### config.mk
export PLATFORM = sky130hd
export DESIGN_NAME = miss_handler_top
export DESIGN_NICKNAME = d
export VERILOG_FILES = /design/src/mh_pkg.sv /design/src/mh_resp_if.sv /design/src/miss_handler_top.sv /design/src/mh_refill_execute.sv /design/src/mh_resp_decode.sv /design/src/mh_mshr.sv /design/src/mh_miss_request.sv /design/src/mh_fifo.sv
export VERILOG_INCLUDE_DIRS = /design/src
export SDC_FILE = /design/constraint.sdc
export NUM_CORES = 1
export LEC_CHECK = 0
export BUFFER_PORTS_ARGS = -buffer_cell sky130_fd_sc_hd__buf_2
export CORE_ASPECT_RATIO = 1.25
export CORE_UTILIZATION = 40
export CTS_CLUSTER_DIAMETER = 60
export DETAILED_ROUTE_END_ITERATION = 8
export HOLD_SLACK_MARGIN = 0.1
export PLACE_DENSITY = 0.58
export SLEW_MARGIN = 40
export SYNTH_ARGS = -nofsm -noshare
export SYNTH_HDL_FRONTEND = slang
export SYNTH_SLANG_ARGS = --single-unit
### constraint.sdc
create_clock -name clk_i -period 8.5 [get_ports clk_i]
set_input_delay 1.7 -clock clk_i [delete_from_list [all_inputs] [get_ports clk_i]]
set_output_delay 1.7 -clock clk_i [all_outputs]
set_load 0.05 [all_outputs]
### src/mh_params.svh
`ifndef MH_PARAMS_SVH
`define MH_PARAMS_SVH

// Data path geometry
`define MH_WORD_W     32
`define MH_CL_WORDS   4
`define MH_NLINE_W    26

// One MSHR per index, the memory id is the index
`define MH_MSHR_SETS  4

`define MH_TID_W      4

// Response buffering
`define MH_META_DEPTH 2
`define MH_DATA_DEPTH 8

`endif
### src/mh_pkg.sv
package mh_pkg;

`include "mh_params.svh"

    // Byte offset bits inside a cache line
    localparam int unsigned MH_OFFSET_W = $clog2(`MH_CL_WORDS * `MH_WORD_W / 8);

    typedef logic [`MH_WORD_W-1:0]               mh_word_t;
    typedef logic [`MH_NLINE_W-1:0]              mh_nline_t;
    typedef logic [5:0]                          mh_set_t;
    typedef logic [`MH_NLINE_W-7:0]              mh_tag_t;
    typedef logic [$clog2(`MH_MSHR_SETS)-1:0]    mh_mshr_idx_t;
    typedef logic [$clog2(`MH_CL_WORDS)-1:0]     mh_word_idx_t;
    typedef logic [`MH_TID_W-1:0]                mh_tid_t;
    typedef logic [`MH_NLINE_W+MH_OFFSET_W-1:0]  mh_addr_t;

    typedef struct packed {
        logic         error;
        mh_mshr_idx_t id;
    } mh_meta_t;

    typedef struct packed {
        mh_tag_t      tag;
        mh_set_t      set;
        mh_tid_t      tid;
        mh_word_idx_t word;
        logic         need_rsp;
    } mh_mshr_entry_t;

    typedef struct packed {
        mh_word_t data;
        mh_tid_t  tid;
        logic     error;
    } mh_core_rsp_t;

    typedef enum logic {
        REFILL_IDLE  = 1'b0,
        REFILL_WRITE = 1'b1
    } mh_refill_state_e;

endpackage

### src/mh_resp_if.sv
`timescale 1ns/100ps

interface mh_resp_if
    import mh_pkg::*;
();

    // Head of the metadata FIFO, valid once a whole line is buffered
    logic     meta_valid;
    mh_meta_t meta;
    // Head of the data FIFO
    mh_word_t data;

    // Pops take effect on the next clock edge
    logic     meta_pop;
    logic     data_pop;

    modport producer (output meta_valid, meta, data, input meta_pop, data_pop);

    modport consumer (input meta_valid, meta, data, output meta_pop, data_pop);

endinterface

### src/miss_handler_top.sv
`timescale 1ns/100ps

`include "mh_params.svh"

module miss_handler_top
    import mh_pkg::*;
(
    input  logic         clk_i,
    input  logic         rst_ni,

    output logic         mshr_empty_o,
    output logic         mshr_full_o,

    input  logic         mshr_check_i,
    input  mh_nline_t    mshr_check_nline_i,
    output logic         mshr_check_hit_o,

    input  logic         mshr_alloc_i,
    input  mh_nline_t    mshr_alloc_nline_i,
    input  mh_tid_t      mshr_alloc_tid_i,
    input  mh_word_idx_t mshr_alloc_word_i,
    input  logic         mshr_alloc_need_rsp_i,
    output logic         mshr_alloc_ready_o,
    output logic         mshr_alloc_full_o,

    input  logic         refill_req_ready_i,
    output logic         refill_req_valid_o,
    output logic         refill_busy_o,
    output logic         refill_write_data_o,
    output logic         refill_write_dir_o,
    output mh_set_t      refill_set_o,
    output mh_word_idx_t refill_word_o,
    output mh_word_t     refill_data_o,
    output mh_nline_t    refill_nline_o,

    output logic         core_rsp_valid_o,
    output mh_word_t     core_rsp_data_o,
    output mh_tid_t      core_rsp_tid_o,
    output logic         core_rsp_error_o,

    input  logic         mem_req_ready_i,
    output logic         mem_req_valid_o,
    output mh_addr_t     mem_req_addr_o,
    output mh_mshr_idx_t mem_req_id_o,

    input  logic         mem_resp_valid_i,
    input  logic         mem_resp_last_i,
    input  logic         mem_resp_error_i,
    input  mh_mshr_idx_t mem_resp_id_i,
    input  mh_word_t     mem_resp_data_i,
    output logic         mem_resp_ready_o
);

    logic           mshr_alloc;
    mh_mshr_entry_t mshr_alloc_entry;
    logic           mshr_ack;
    mh_mshr_idx_t   mshr_ack_idx;
    mh_mshr_entry_t mshr_ack_entry;
    logic           mshr_empty;
    mh_core_rsp_t   core_rsp;

    mh_resp_if resp_if ();

    assign mshr_alloc_entry = '{
        tag:      mshr_alloc_nline_i[`MH_NLINE_W-1:6],
        set:      mshr_alloc_nline_i[5:0],
        tid:      mshr_alloc_tid_i,
        word:     mshr_alloc_word_i,
        need_rsp: mshr_alloc_need_rsp_i
    };

    // No miss is pending once the table is empty and the last refill is done
    assign mshr_empty_o = mshr_empty & ~refill_busy_o;

    assign core_rsp_data_o  = core_rsp.data;
    assign core_rsp_tid_o   = core_rsp.tid;
    assign core_rsp_error_o = core_rsp.error;

    mh_miss_request i_miss_request (
        .clk_i              (clk_i),
        .rst_ni             (rst_ni),
        .mshr_alloc_i       (mshr_alloc_i),
        .mshr_alloc_nline_i (mshr_alloc_nline_i),
        .mshr_alloc_ready_o (mshr_alloc_ready_o),
        .alloc_o            (mshr_alloc),
        .mem_req_ready_i    (mem_req_ready_i),
        .mem_req_valid_o    (mem_req_valid_o),
        .mem_req_addr_o     (mem_req_addr_o),
        .mem_req_id_o       (mem_req_id_o)
    );

    mh_mshr i_mshr (
        .clk_i         (clk_i),
        .rst_ni        (rst_ni),
        .alloc_i       (mshr_alloc),
        .alloc_entry_i (mshr_alloc_entry),
        .alloc_full_o  (mshr_alloc_full_o),
        .check_i       (mshr_check_i),
        .check_nline_i (mshr_check_nline_i),
        .check_hit_o   (mshr_check_hit_o),
        .ack_i         (mshr_ack),
        .ack_idx_i     (mshr_ack_idx),
        .ack_entry_o   (mshr_ack_entry),
        .empty_o       (mshr_empty),
        .full_o        (mshr_full_o)
    );

    mh_resp_decode i_resp_decode (
        .clk_i            (clk_i),
        .rst_ni           (rst_ni),
        .mem_resp_valid_i (mem_resp_valid_i),
        .mem_resp_last_i  (mem_resp_last_i),
        .mem_resp_error_i (mem_resp_error_i),
        .mem_resp_id_i    (mem_resp_id_i),
        .mem_resp_data_i  (mem_resp_data_i),
        .mem_resp_ready_o (mem_resp_ready_o),
        .resp             (resp_if.producer)
    );

    mh_refill_execute i_refill_execute (
        .clk_i               (clk_i),
        .rst_ni              (rst_ni),
        .resp                (resp_if.consumer),
        .refill_req_ready_i  (refill_req_ready_i),
        .refill_req_valid_o  (refill_req_valid_o),
        .mshr_ack_o          (mshr_ack),
        .mshr_ack_idx_o      (mshr_ack_idx),
        .mshr_ack_entry_i    (mshr_ack_entry),
        .refill_write_data_o (refill_write_data_o),
        .refill_write_dir_o  (refill_write_dir_o),
        .refill_set_o        (refill_set_o),
        .refill_word_o       (refill_word_o),
        .refill_data_o       (refill_data_o),
        .refill_nline_o      (refill_nline_o),
        .busy_o              (refill_busy_o),
        .core_rsp_valid_o    (core_rsp_valid_o),
        .core_rsp_o          (core_rsp)
    );

endmodule

### src/mh_refill_execute.sv
`timescale 1ns/100ps

`include "mh_params.svh"

module mh_refill_execute
    import mh_pkg::*;
(
    input  logic           clk_i,
    input  logic           rst_ni,

    mh_resp_if.consumer    resp,

    input  logic           refill_req_ready_i,
    output logic           refill_req_valid_o,

    output logic           mshr_ack_o,
    output mh_mshr_idx_t   mshr_ack_idx_o,
    input  mh_mshr_entry_t mshr_ack_entry_i,

    output logic           refill_write_data_o,
    output logic           refill_write_dir_o,
    output mh_set_t        refill_set_o,
    output mh_word_idx_t   refill_word_o,
    output mh_word_t       refill_data_o,
    output mh_nline_t      refill_nline_o,
    output logic           busy_o,

    output logic           core_rsp_valid_o,
    output mh_core_rsp_t   core_rsp_o
);

    mh_refill_state_e state_q, state_d;
    mh_word_idx_t     cnt_q, cnt_d;
    mh_mshr_entry_t   entry_q;
    logic             last_word;
    logic             rsp_push;
    mh_core_rsp_t     rsp_wdata;

    // Ask the cache for the refill port whenever a full line is buffered
    assign refill_req_valid_o = (state_q == REFILL_IDLE) & resp.meta_valid;
    assign mshr_ack_o         = refill_req_valid_o & refill_req_ready_i;
    assign mshr_ack_idx_o     = resp.meta.id;

    assign busy_o    = (state_q != REFILL_IDLE);
    assign last_word = (cnt_q == mh_word_idx_t'(`MH_CL_WORDS - 1));

    assign refill_set_o   = entry_q.set;
    assign refill_nline_o = {entry_q.tag, entry_q.set};
    assign refill_word_o  = cnt_q;
    assign refill_data_o  = resp.data;

    always_comb begin
        state_d             = state_q;
        cnt_d               = cnt_q;
        refill_write_data_o = 1'b0;
        refill_write_dir_o  = 1'b0;
        resp.data_pop       = 1'b0;
        resp.meta_pop       = 1'b0;
        case (state_q)
            REFILL_IDLE: begin
                if (mshr_ack_o) begin
                    cnt_d   = '0;
                    state_d = REFILL_WRITE;
                end
            end
            REFILL_WRITE: begin
                // An erroneous line is drained but never written
                refill_write_data_o = ~resp.meta.error;
                resp.data_pop       = 1'b1;
                cnt_d               = cnt_q + 1'b1;
                if (last_word) begin
                    refill_write_dir_o = ~resp.meta.error;
                    resp.meta_pop      = 1'b1;
                    state_d            = REFILL_IDLE;
                end
            end
            default: begin
                state_d = REFILL_IDLE;
            end
        endcase
    end

    // Core gets the requested word as it passes by, error or not
    assign rsp_push  = (state_q == REFILL_WRITE) & entry_q.need_rsp & (cnt_q == entry_q.word);
    assign rsp_wdata = '{data: resp.data, tid: entry_q.tid, error: resp.meta.error};

    always_ff @(posedge clk_i or negedge rst_ni) begin
        if (!rst_ni) begin
            state_q <= REFILL_IDLE;
            cnt_q   <= '0;
        end else begin
            state_q <= state_d;
            cnt_q   <= cnt_d;
        end
    end

    always_ff @(posedge clk_i) begin
        if (mshr_ack_o) begin
            entry_q <= mshr_ack_entry_i;
        end
    end

    // Result buffer, the core is always ready
    mh_fifo #(
        .DEPTH   (1),
        .data_t  (mh_core_rsp_t)
    ) i_core_rsp_buf (
        .clk_i   (clk_i),
        .rst_ni  (rst_ni),
        .w_i     (rsp_push),
        .wdata_i (rsp_wdata),
        .wok_o   (),
        .r_i     (1'b1),
        .rdata_o (core_rsp_o),
        .rok_o   (core_rsp_valid_o)
    );

endmodule

### src/mh_resp_decode.sv
`timescale 1ns/100ps

`include "mh_params.svh"

module mh_resp_decode
    import mh_pkg::*;
(
    input  logic         clk_i,
    input  logic         rst_ni,

    input  logic         mem_resp_valid_i,
    input  logic         mem_resp_last_i,
    input  logic         mem_resp_error_i,
    input  mh_mshr_idx_t mem_resp_id_i,
    input  mh_word_t     mem_resp_data_i,
    output logic         mem_resp_ready_o,

    mh_resp_if.producer  resp
);

    logic     meta_w;
    logic     meta_wok;
    logic     data_w;
    logic     data_wok;
    mh_meta_t meta_wdata;

    // A last beat needs room in both FIFOs
    assign mem_resp_ready_o = data_wok & (meta_wok | ~mem_resp_last_i);

    assign data_w     = mem_resp_valid_i & mem_resp_ready_o;
    assign meta_w     = data_w & mem_resp_last_i;
    assign meta_wdata = '{error: mem_resp_error_i, id: mem_resp_id_i};

    mh_fifo #(
        .DEPTH   (`MH_META_DEPTH),
        .data_t  (mh_meta_t)
    ) i_meta_fifo (
        .clk_i   (clk_i),
        .rst_ni  (rst_ni),
        .w_i     (meta_w),
        .wdata_i (meta_wdata),
        .wok_o   (meta_wok),
        .r_i     (resp.meta_pop),
        .rdata_o (resp.meta),
        .rok_o   (resp.meta_valid)
    );

    // Data validity follows from meta_valid, so the data rok is left open
    mh_fifo #(
        .DEPTH   (`MH_DATA_DEPTH),
        .data_t  (mh_word_t)
    ) i_data_fifo (
        .clk_i   (clk_i),
        .rst_ni  (rst_ni),
        .w_i     (data_w),
        .wdata_i (mem_resp_data_i),
        .wok_o   (data_wok),
        .r_i     (resp.data_pop),
        .rdata_o (resp.data),
        .rok_o   ()
    );

endmodule

### src/mh_mshr.sv
`timescale 1ns/100ps

`include "mh_params.svh"

module mh_mshr
    import mh_pkg::*;
(
    input  logic           clk_i,
    input  logic           rst_ni,

    input  logic           alloc_i,
    input  mh_mshr_entry_t alloc_entry_i,
    output logic           alloc_full_o,

    input  logic           check_i,
    input  mh_nline_t      check_nline_i,
    output logic           check_hit_o,

    input  logic           ack_i,
    input  mh_mshr_idx_t   ack_idx_i,
    output mh_mshr_entry_t ack_entry_o,

    output logic           empty_o,
    output logic           full_o
);

    logic [`MH_MSHR_SETS-1:0] valid_q;
    mh_mshr_entry_t           entry_q [`MH_MSHR_SETS];
    mh_mshr_idx_t             alloc_idx;
    mh_mshr_idx_t             check_idx;
    mh_mshr_entry_t           check_entry;

    // Index comes from the low bits of the line address
    assign alloc_idx = mh_mshr_idx_t'(alloc_entry_i.set);
    assign check_idx = mh_mshr_idx_t'(check_nline_i);

    // Only one miss per index may be pending
    assign alloc_full_o = valid_q[alloc_idx];

    assign check_entry = entry_q[check_idx];
    assign check_hit_o = check_i & valid_q[check_idx] &
                         ({check_entry.tag, check_entry.set} == check_nline_i);

    assign ack_entry_o = entry_q[ack_idx_i];

    assign empty_o = ~|valid_q;
    assign full_o  = &valid_q;

    always_ff @(posedge clk_i or negedge rst_ni) begin
        if (!rst_ni) begin
            valid_q <= '0;
        end else begin
            if (ack_i) begin
                valid_q[ack_idx_i] <= 1'b0;
            end
            if (alloc_i) begin
                valid_q[alloc_idx] <= 1'b1;
            end
        end
    end

    always_ff @(posedge clk_i) begin
        if (alloc_i) begin
            entry_q[alloc_idx] <= alloc_entry_i;
        end
    end

endmodule

### src/mh_miss_request.sv
`timescale 1ns/100ps

module mh_miss_request
    import mh_pkg::*;
(
    input  logic         clk_i,
    input  logic         rst_ni,

    input  logic         mshr_alloc_i,
    input  mh_nline_t    mshr_alloc_nline_i,
    output logic         mshr_alloc_ready_o,
    output logic         alloc_o,

    input  logic         mem_req_ready_i,
    output logic         mem_req_valid_o,
    output mh_addr_t     mem_req_addr_o,
    output mh_mshr_idx_t mem_req_id_o
);

    typedef enum logic {
        MISS_IDLE = 1'b0,
        MISS_SEND = 1'b1
    } miss_state_e;

    miss_state_e state_q, state_d;
    mh_nline_t   nline_q;

    // New misses are taken only while no memory read is outstanding
    assign mshr_alloc_ready_o = (state_q == MISS_IDLE);
    assign alloc_o            = mshr_alloc_i & mshr_alloc_ready_o;
    assign mem_req_valid_o    = (state_q == MISS_SEND);

    // Whole-line read, the id selects the MSHR entry
    assign mem_req_addr_o = {nline_q, {MH_OFFSET_W{1'b0}}};
    assign mem_req_id_o   = mh_mshr_idx_t'(nline_q);

    always_comb begin
        state_d = state_q;
        case (state_q)
            MISS_IDLE: begin
                if (alloc_o) begin
                    state_d = MISS_SEND;
                end
            end
            MISS_SEND: begin
                if (mem_req_ready_i) begin
                    state_d = MISS_IDLE;
                end
            end
            default: begin
                state_d = MISS_IDLE;
            end
        endcase
    end

    always_ff @(posedge clk_i or negedge rst_ni) begin
        if (!rst_ni) begin
            state_q <= MISS_IDLE;
        end else begin
            state_q <= state_d;
        end
    end

    always_ff @(posedge clk_i) begin
        if (alloc_o) begin
            nline_q <= mshr_alloc_nline_i;
        end
    end

endmodule

### src/mh_fifo.sv
`timescale 1ns/100ps

module mh_fifo #(
    parameter int unsigned DEPTH = 2,
    parameter type         data_t = logic
) (
    input  logic  clk_i,
    input  logic  rst_ni,

    input  logic  w_i,
    input  data_t wdata_i,
    output logic  wok_o,

    input  logic  r_i,
    output data_t rdata_o,
    output logic  rok_o
);

    localparam int unsigned PTR_W = (DEPTH > 1) ? $clog2(DEPTH) : 1;
    localparam int unsigned CNT_W = $clog2(DEPTH + 1);

    data_t            mem_q [DEPTH];
    logic [PTR_W-1:0] wptr_q;
    logic [PTR_W-1:0] rptr_q;
    logic [CNT_W-1:0] cnt_q;
    logic             push;
    logic             pop;

    assign wok_o   = (cnt_q != CNT_W'(DEPTH));
    assign rok_o   = (cnt_q != '0);
    assign push    = w_i & wok_o;
    assign pop     = r_i & rok_o;
    assign rdata_o = mem_q[rptr_q];

    always_ff @(posedge clk_i or negedge rst_ni) begin
        if (!rst_ni) begin
            wptr_q <= '0;
            rptr_q <= '0;
            cnt_q  <= '0;
        end else begin
            if (push) begin
                wptr_q <= (wptr_q == PTR_W'(DEPTH - 1)) ? '0 : wptr_q + 1'b1;
            end
            if (pop) begin
                rptr_q <= (rptr_q == PTR_W'(DEPTH - 1)) ? '0 : rptr_q + 1'b1;
            end
            cnt_q <= cnt_q + CNT_W'(push) - CNT_W'(pop);
        end
    end

    always_ff @(posedge clk_i) begin
        if (push) begin
            mem_q[wptr_q] <= wdata_i;
        end
    end

endmodule

==> results.json, run 1 <==
{
  "outcome": "completed",
  "synth_edf_count": 490,
  "ys_ff_latch": 513,
  "vias_per_cell": 5.14,
  "ir_drop_mv": 0.173,
  "ctsHoldBuffers": 0,
  "drt_pre_antenna_iters": 4,
  "io_buffers": 244,
  "synth_ff_type": "edfxtp_1",
  "cts_inserted_buffers": 51,
  "p_leak_nw": 8.06,
  "cts_root_buffer": "clkbuf_16",
  "cp_slowest_cell": "mux4_1",
  "worst_ep_arrival_time_ns": 4.22,
  "finalSetupViolations": 0,
  "layout-drive-gt1-share": 0.419,
  "top_usage_layer": "met2",
  "async_reset_ff_frac": 0.0448,
  "layout_min_cycle_time_ns": 5.92,
  "ios": 249,
  "crit_chain": "buf_2 > mux4_1 > xor2_1 > nor4_2 > nand3_1 > nor4_2 > buf_2",
  "fp.dieArea_sq_mm": 0.0515,
  "pwr-share-comb": 0.308,
  "drc": 0,
  "avgSynthCellArea_sq_um": 21.4,
  "maxSlewViolCount": 0,
  "ant_nets": 0,
  "synth_cell_types": 41,
  "grt_pass1_wl_microns": 61900,
  "p_clk_frac": 0.269,
  "synthCells": 947,
  "design_area_sq_mm": 0.0234,
  "finalWirelength_microns": 41300,
  "synth_top_area_share": 0.727,
  "cts_resized": 0,
  "syn_to_final_growth_pct": 15.9,
  "skew_ns": 0.0333,
  "finalSetupTns_ns": 0,
  "worstPathMaxFanout": 22,
  "hold_viol": 0,
  "grt_max_degree": 67,
  "gp_congestion": 0.754,
  "p_int_mw": 5.23,
  "clk-insertion-delay-late_ns": 0.60,
  "multi_input_area_sq_mm": 0.00429,
  "path_clk_slew_ns": 0.06,
  "slew_headroom": 0.503,
  "postPlaceCellArea_sq_mm": 0.0218,
  "vias": 9524,
  "p_switching_mw": 2.76,
  "grt_pass1_vias": 9975,
  "hp-class": "reg2reg",
  "die_height_microns": 253,
  "p_sw_frac": 0.345,
  "post-route-period-util": 0.696,
  "start_util": 0.408,
  "cts_setup_buffers": 0,
  "chipWidth_microns": 203,
  "power_density_mw_per_mm2": 341,
  "layout.nets": 1278,
  "use_met2": 0.282,
  "tightest_slew_ns": 0.746,
  "dp.final_hpwl_microns": 24900,
  "setup.worst_path.end_class": "primary output",
  "cts_tree": "done",
  "numClockSinks": 513,
  "regArea_sq_mm": 0.0153,
  "synthTopCellsByCount": "edfxtp_1, mux4_2, buf_4",
  "cts_max_level": 2,
  "coreArea_sq_mm": 0.0496,
  "gr-total-overflow": 0,
  "synth_area_sq_mm": 0.0202,
  "required_ns": 6.80,
  "rsz0062_at_grt": "no",
  "drv_cap": 0,
  "critPathLaunchType": "primary input",
  "post_drt_wl_per_cell_microns": 22.3,
  "ys_seq_area_frac": 0.756,
  "rows": 91,
  "synth_area_leaders": "edfxtp_1, mux4_2, dfrtp_1",
  "share_seq_of_total_power": 0.423,
  "grt.met3_usage": 0.0418,
  "antenna_found_initial": 6,
  "finalPower_mw": 7.99,
  "nFillCells": 4234,
  "grt_use_met1": 0.200,
  "slowest_delay_ns": 0.65,
  "fmax_mhz": 169,
  "yosysWarnings": 0,
  "synth_top_cell_by_area": "edfxtp_1",
  "grt_usage": 0.162,
  "synth_most_common_cell": "edfxtp_1",
  "clk_path_buf_depth": 3,
  "path_class": "in2out",
  "first_iter_violations": 507
}
==> final cells by class <==
cell class                 count  area share
timing repair buffer         262      0.0585
multi-input combinational    317       0.183
inverter                      17     0.00283
clock inverter                29      0.0119
antenna                        2    0.000214
sequential                   513       0.653
clock buffer                  61      0.0561
tap                          651      0.0348
==> logic make-up after synthesis <==
group                      count (synthesis)  synth area share
buffers and inverters                    120            0.0374
muxes                                    166             0.157
DFF                                      513             0.756
and+or+nand+nor                           70            0.0175
adders and majority gates                 14           0.00903
AOI/OAI and AO/OA                         29           0.00891
xor gates and xnor gates                  34            0.0147
other                                      1          0.000185
==> path summary, 6_finish.rpt <==
| kind | startpoint | to | slack (ns) | depth (start not counted) |
|---|---|---|---|---|
| max | mshr_check_nline_i[0] | mshr_check_hit_o | 2.58 | 7 |
| min | i_refill_execute.entry_q[3] | i_refill_execute.i_core_rsp_buf.mem_q[0][1] | 0.42 | 0 |
| max reg2reg | i_miss_request.mem_req_valid_o | i_mshr.entry_q[2][10] | 5.75 | 7 |
| min reg2reg | i_refill_execute.entry_q[3] | i_refill_execute.i_core_rsp_buf.mem_q[0][1] | 0.42 | 0 |
| max in group asynchronous | rst_ni | i_resp_decode.i_data_fifo.rptr_q[0] | 6.97 | 1 |
| min in group asynchronous | rst_ni | i_resp_decode.i_data_fifo.cnt_q[1] | 1.10 | 1 |
==> registers in the layout, summed over array words and instances (netlist names) <==
register,count
i_refill_execute.entry_q,7
i_resp_decode.i_meta_fifo.mem_q,6
i_resp_decode.i_data_fifo.wptr_q,3
i_miss_request.mem_req_valid_o,1
i_refill_execute.i_core_rsp_buf.rok_o,1
i_refill_execute.busy_o,1
i_refill_execute.refill_nline_o,20
i_resp_decode.i_meta_fifo.wptr_q,1
i_mshr.entry_q,132
i_resp_decode.i_meta_fifo.cnt_q,2
i_resp_decode.i_data_fifo.rptr_q,3
i_resp_decode.i_meta_fifo.rptr_q,1
i_mshr.valid_q,4
i_resp_decode.i_data_fifo.cnt_q,4
i_miss_request.nline_q,26
i_refill_execute.i_core_rsp_buf.mem_q,37
i_refill_execute.refill_word_o,2
i_resp_decode.i_data_fifo.mem_q,256
i_refill_execute.refill_set_o,6
==> stage by stage <==
| step | util | hold slack (ns) | setup WS [ns] | std cells |
|---|---|---|---|---|
| after global placement | 0.440 | 0.416 | 2.55 | 1760 |
| final | 0.472 | 0.420 | 2.58 | 1852 |
| after floorplan | - | 0.400 | 1.90 | 950 |
| after global routing | 0.472 | 0.438 | 2.43 | 1850 |
| after CTS | 0.472 | 0.425 | 2.53 | 1850 |
| after detailed placement | 0.440 | 0.410 | 2.54 | 1760 |
==> power groups by stage <==
stage,logic [mW],registers [mW],clock network (mW)
after floorplan,1.96,3.54,0
after global placement,2.49,3.43,0
after detailed placement,2.51,3.44,0
after CTS,2.52,3.39,2.21
after global routing,2.63,3.42,2.29
final,2.46,3.38,2.15
==> metal layers <==
metal	vias up	part of all wire
met1	4952	0.40
met4	10	0.021
met2	285	0.51
li1	4209	-
met5	-	0.0016
met3	68	0.065
==> placed cells by master (no fill, tap or decap), drive strengths merged, types with 14 or more instances in the layout <==
cell type	n
buf	262
clkbuf	61
clkinv	18
dfrtp	23
edfxtp	490
inv	21
mux2	34
mux2i	16
mux4	116
nand2	20
nor2	14
xor2	27
==> worst max-delay path: cells and delay by family <==
kind | cells | cell delay, ns
mux | 1 | 0.65
buf+inv | 2 | 0.90
simple gates | 3 | 0.79
xor+xnor | 1 | 0.16
Power figures use the tool's default switching activity.
==> inputs of run 2 (changes only) <==
- clock period: 8.5 -> 6.1 ns (I/O delays scaled with it)
==> results.json, run 2 (synthesis results as in run 1) <==
{
  "pre_cts_ws_ns": 1.20,
  "path_clk_slew_ns": 0.06,
  "whs_path_depth": 0,
  "start_util": 0.408,
  "slew_headroom": 0.495,
  "tightest_slew_ns": 0.756,
  "cts_tree": "done",
  "finalWirelength_microns": 41700,
  "layout_common_cells": "edfxtp_1, buf_2, mux4_2",
  "grt_usage": 0.165,
  "share_seq_of_total_power": 0.414,
  "numClockSinks": 513,
  "post_drt_wl_per_cell_microns": 22.4,
  "worst_ep_arrival_time_ns": 3.64,
  "layout.nets": 1280,
  "layout-drive-gt1-share": 0.420,
  "cts_root_buffer": "clkbuf_16",
  "power_density_mw_per_mm2": 480,
  "vias_per_cell": 5.12,
  "required_ns": 4.88,
  "drv_cap": 0,
  "rsz0062_at_grt": "no",
  "syn_to_final_growth_pct": 16.5,
  "clk-insertion-delay-late_ns": 0.58,
  "fp.dieArea_sq_mm": 0.0515,
  "cts_inserted_buffers": 52,
  "cts_resized": 0,
  "critPathTopFamily": "buffers and inverters",
  "p_sw_frac": 0.340,
  "fmax_mhz": 206,
  "regArea_sq_mm": 0.0153,
  "grt_pass1_vias": 10100,
  "antenna_found_initial": 8,
  "finalPower_mw": 11.3,
  "slowest_delay_ns": 0.65,
  "maxSlewViolCount": 0,
  "top_regs": "i_resp_decode.i_data_fifo.mem_q (256), i_mshr.entry_q (132), i_refill_execute.i_core_rsp_buf.mem_q (37)",
  "cts_max_level": 2,
  "path_class": "in2out",
  "ant_nets": 0,
  "cts_setup_buffers": 0,
  "crit_chain": "buf_2 > mux4_1 > xor2_1 > nor4_2 > nand3_1 > nor4_2 > buf_2",
  "fin_ws_ns": 1.24,
  "skew_ns": 0.0203,
  "cp_slowest_cell": "mux4_1",
  "postPlaceCellArea_sq_mm": 0.0219,
  "layout_commonest_cell": "edfxtp_1",
  "regMostFlops": "i_resp_decode.i_data_fifo.mem_q",
  "clk_path_buf_depth": 3,
  "coreArea_sq_mm": 0.0496,
  "setup.worst_path.end_class": "primary output",
  "critPathLaunchType": "primary input",
  "design_area_sq_mm": 0.0236,
  "pwr-share-comb": 0.307,
  "hp-class": "reg2reg",
  "cp.depth": 7,
  "grt_max_degree": 65,
  "layout_min_cycle_time_ns": 4.86,
  "vias": 9526,
  "hold_viol": 0,
  "gp_congestion": 0.754,
  "p_clk_frac": 0.279,
  "die_height_microns": 253,
  "rows": 91,
  "gr-total-overflow": 0,
  "first_iter_violations": 505,
  "ios": 249,
  "p_int_mw": 7.46,
  "nFillCells": 4227,
  "finalSetupViolations": 0,
  "ir_drop_mv": 0.250,
  "io_buffers": 244,
  "worstPathMaxFanout": 22,
  "largest_reg_flops": 256,
  "p_leak_nw": 8.14,
  "outcome": "completed",
  "dp.final_hpwl_microns": 25800,
  "post-route-period-util": 0.797,
  "drt_pre_antenna_iters": 6,
  "p_switching_mw": 3.85,
  "r2r_cells": 8,
  "finalSetupTns_ns": 0,
  "chipWidth_microns": 203,
  "path_buf_inv": 2,
  "drc": 0,
  "multi_input_area_sq_mm": 0.00430,
  "ctsHoldBuffers": 0,
  "fin_cells": 1859,
  "dp.cells": 1761,
  "grt_pass1_wl_microns": 63000
}
## run 2: changes by cell type in the layout (fill, tap and decap cells not counted), sizes merged
cell / previous run / this run
clkinvlp: 4 / 0
buf: 262 / 263
clkinv: 18 / 24
inv: 21 / 20
clkbuf: 61 / 64
bufinv: 3 / 5
## run 2: final cells by class
cell class / instances / share of cell area
flip-flops and latches: 513 / 0.649
multi-input cells: 317 / 0.183
clock buffers: 64 / 0.0589
repair buffers: 263 / 0.0586
well taps: 651 / 0.0346
clock inverters: 32 / 0.0136
inverters: 17 / 0.00281
diodes: 2 / 0.000212
## run 2: worst register-to-register path, delay by kind of cell (launching register included)
family / cells / cell delay (ns)
adders and majority gates: 1 / 0.20
AOI/OAI and AO/OA: 1 / 0.17
and+or+nand+nor: 3 / 1.17
DFF: 1 / 0.32
buffers and inverters: 3 / 0.90
## run 2: worst paths after layout
path	from	to	slack [ns]
worst min register to register	i_refill_execute.entry_q[3]	i_refill_execute.i_core_rsp_buf.mem_q[0][1]	0.43
worst max register to register	i_resp_decode.i_data_fifo.cnt_q[2]	i_resp_decode.i_data_fifo.mem_q[1][8]	2.96
worst max-delay path	mshr_check_nline_i[0]	mshr_check_hit_o	1.24
worst min-delay path	i_refill_execute.entry_q[3]	i_refill_execute.i_core_rsp_buf.mem_q[0][1]	0.43
min in group asynchronous	rst_ni	i_refill_execute.refill_word_o[0]	0.64
max in group asynchronous	rst_ni	i_resp_decode.i_data_fifo.rptr_q[0]	4.98
## run 2: layer usage
metal	vias up	part of all wire	GRT usage
met4	12	0.019	0.0404
li1	4213	-	-
met1	4952	0.39	0.202
met5	-	0.0018	0
met2	283	0.52	0.289
met3	66	0.068	0.0465
## run 2: power groups by stage
stage	clock (mW)	combinational (mW)	sequential, mW
after floorplan	0	2.74	4.93
after global placement	0	3.52	4.75
after detailed placement	0	3.56	4.77
after CTS	3.26	3.56	4.70
after global routing	3.37	3.72	4.74
final	3.16	3.47	4.68
## run 2: metrics by stage
stage,util,hold WS (ns)
6_report,0.475,0.430
5_1_grt,0.475,0.438
4_1_cts,0.475,0.435
3_5_place_dp,0.440,0.420
3_3_place_gp,0.440,0.412
2_1_floorplan,-,0.400
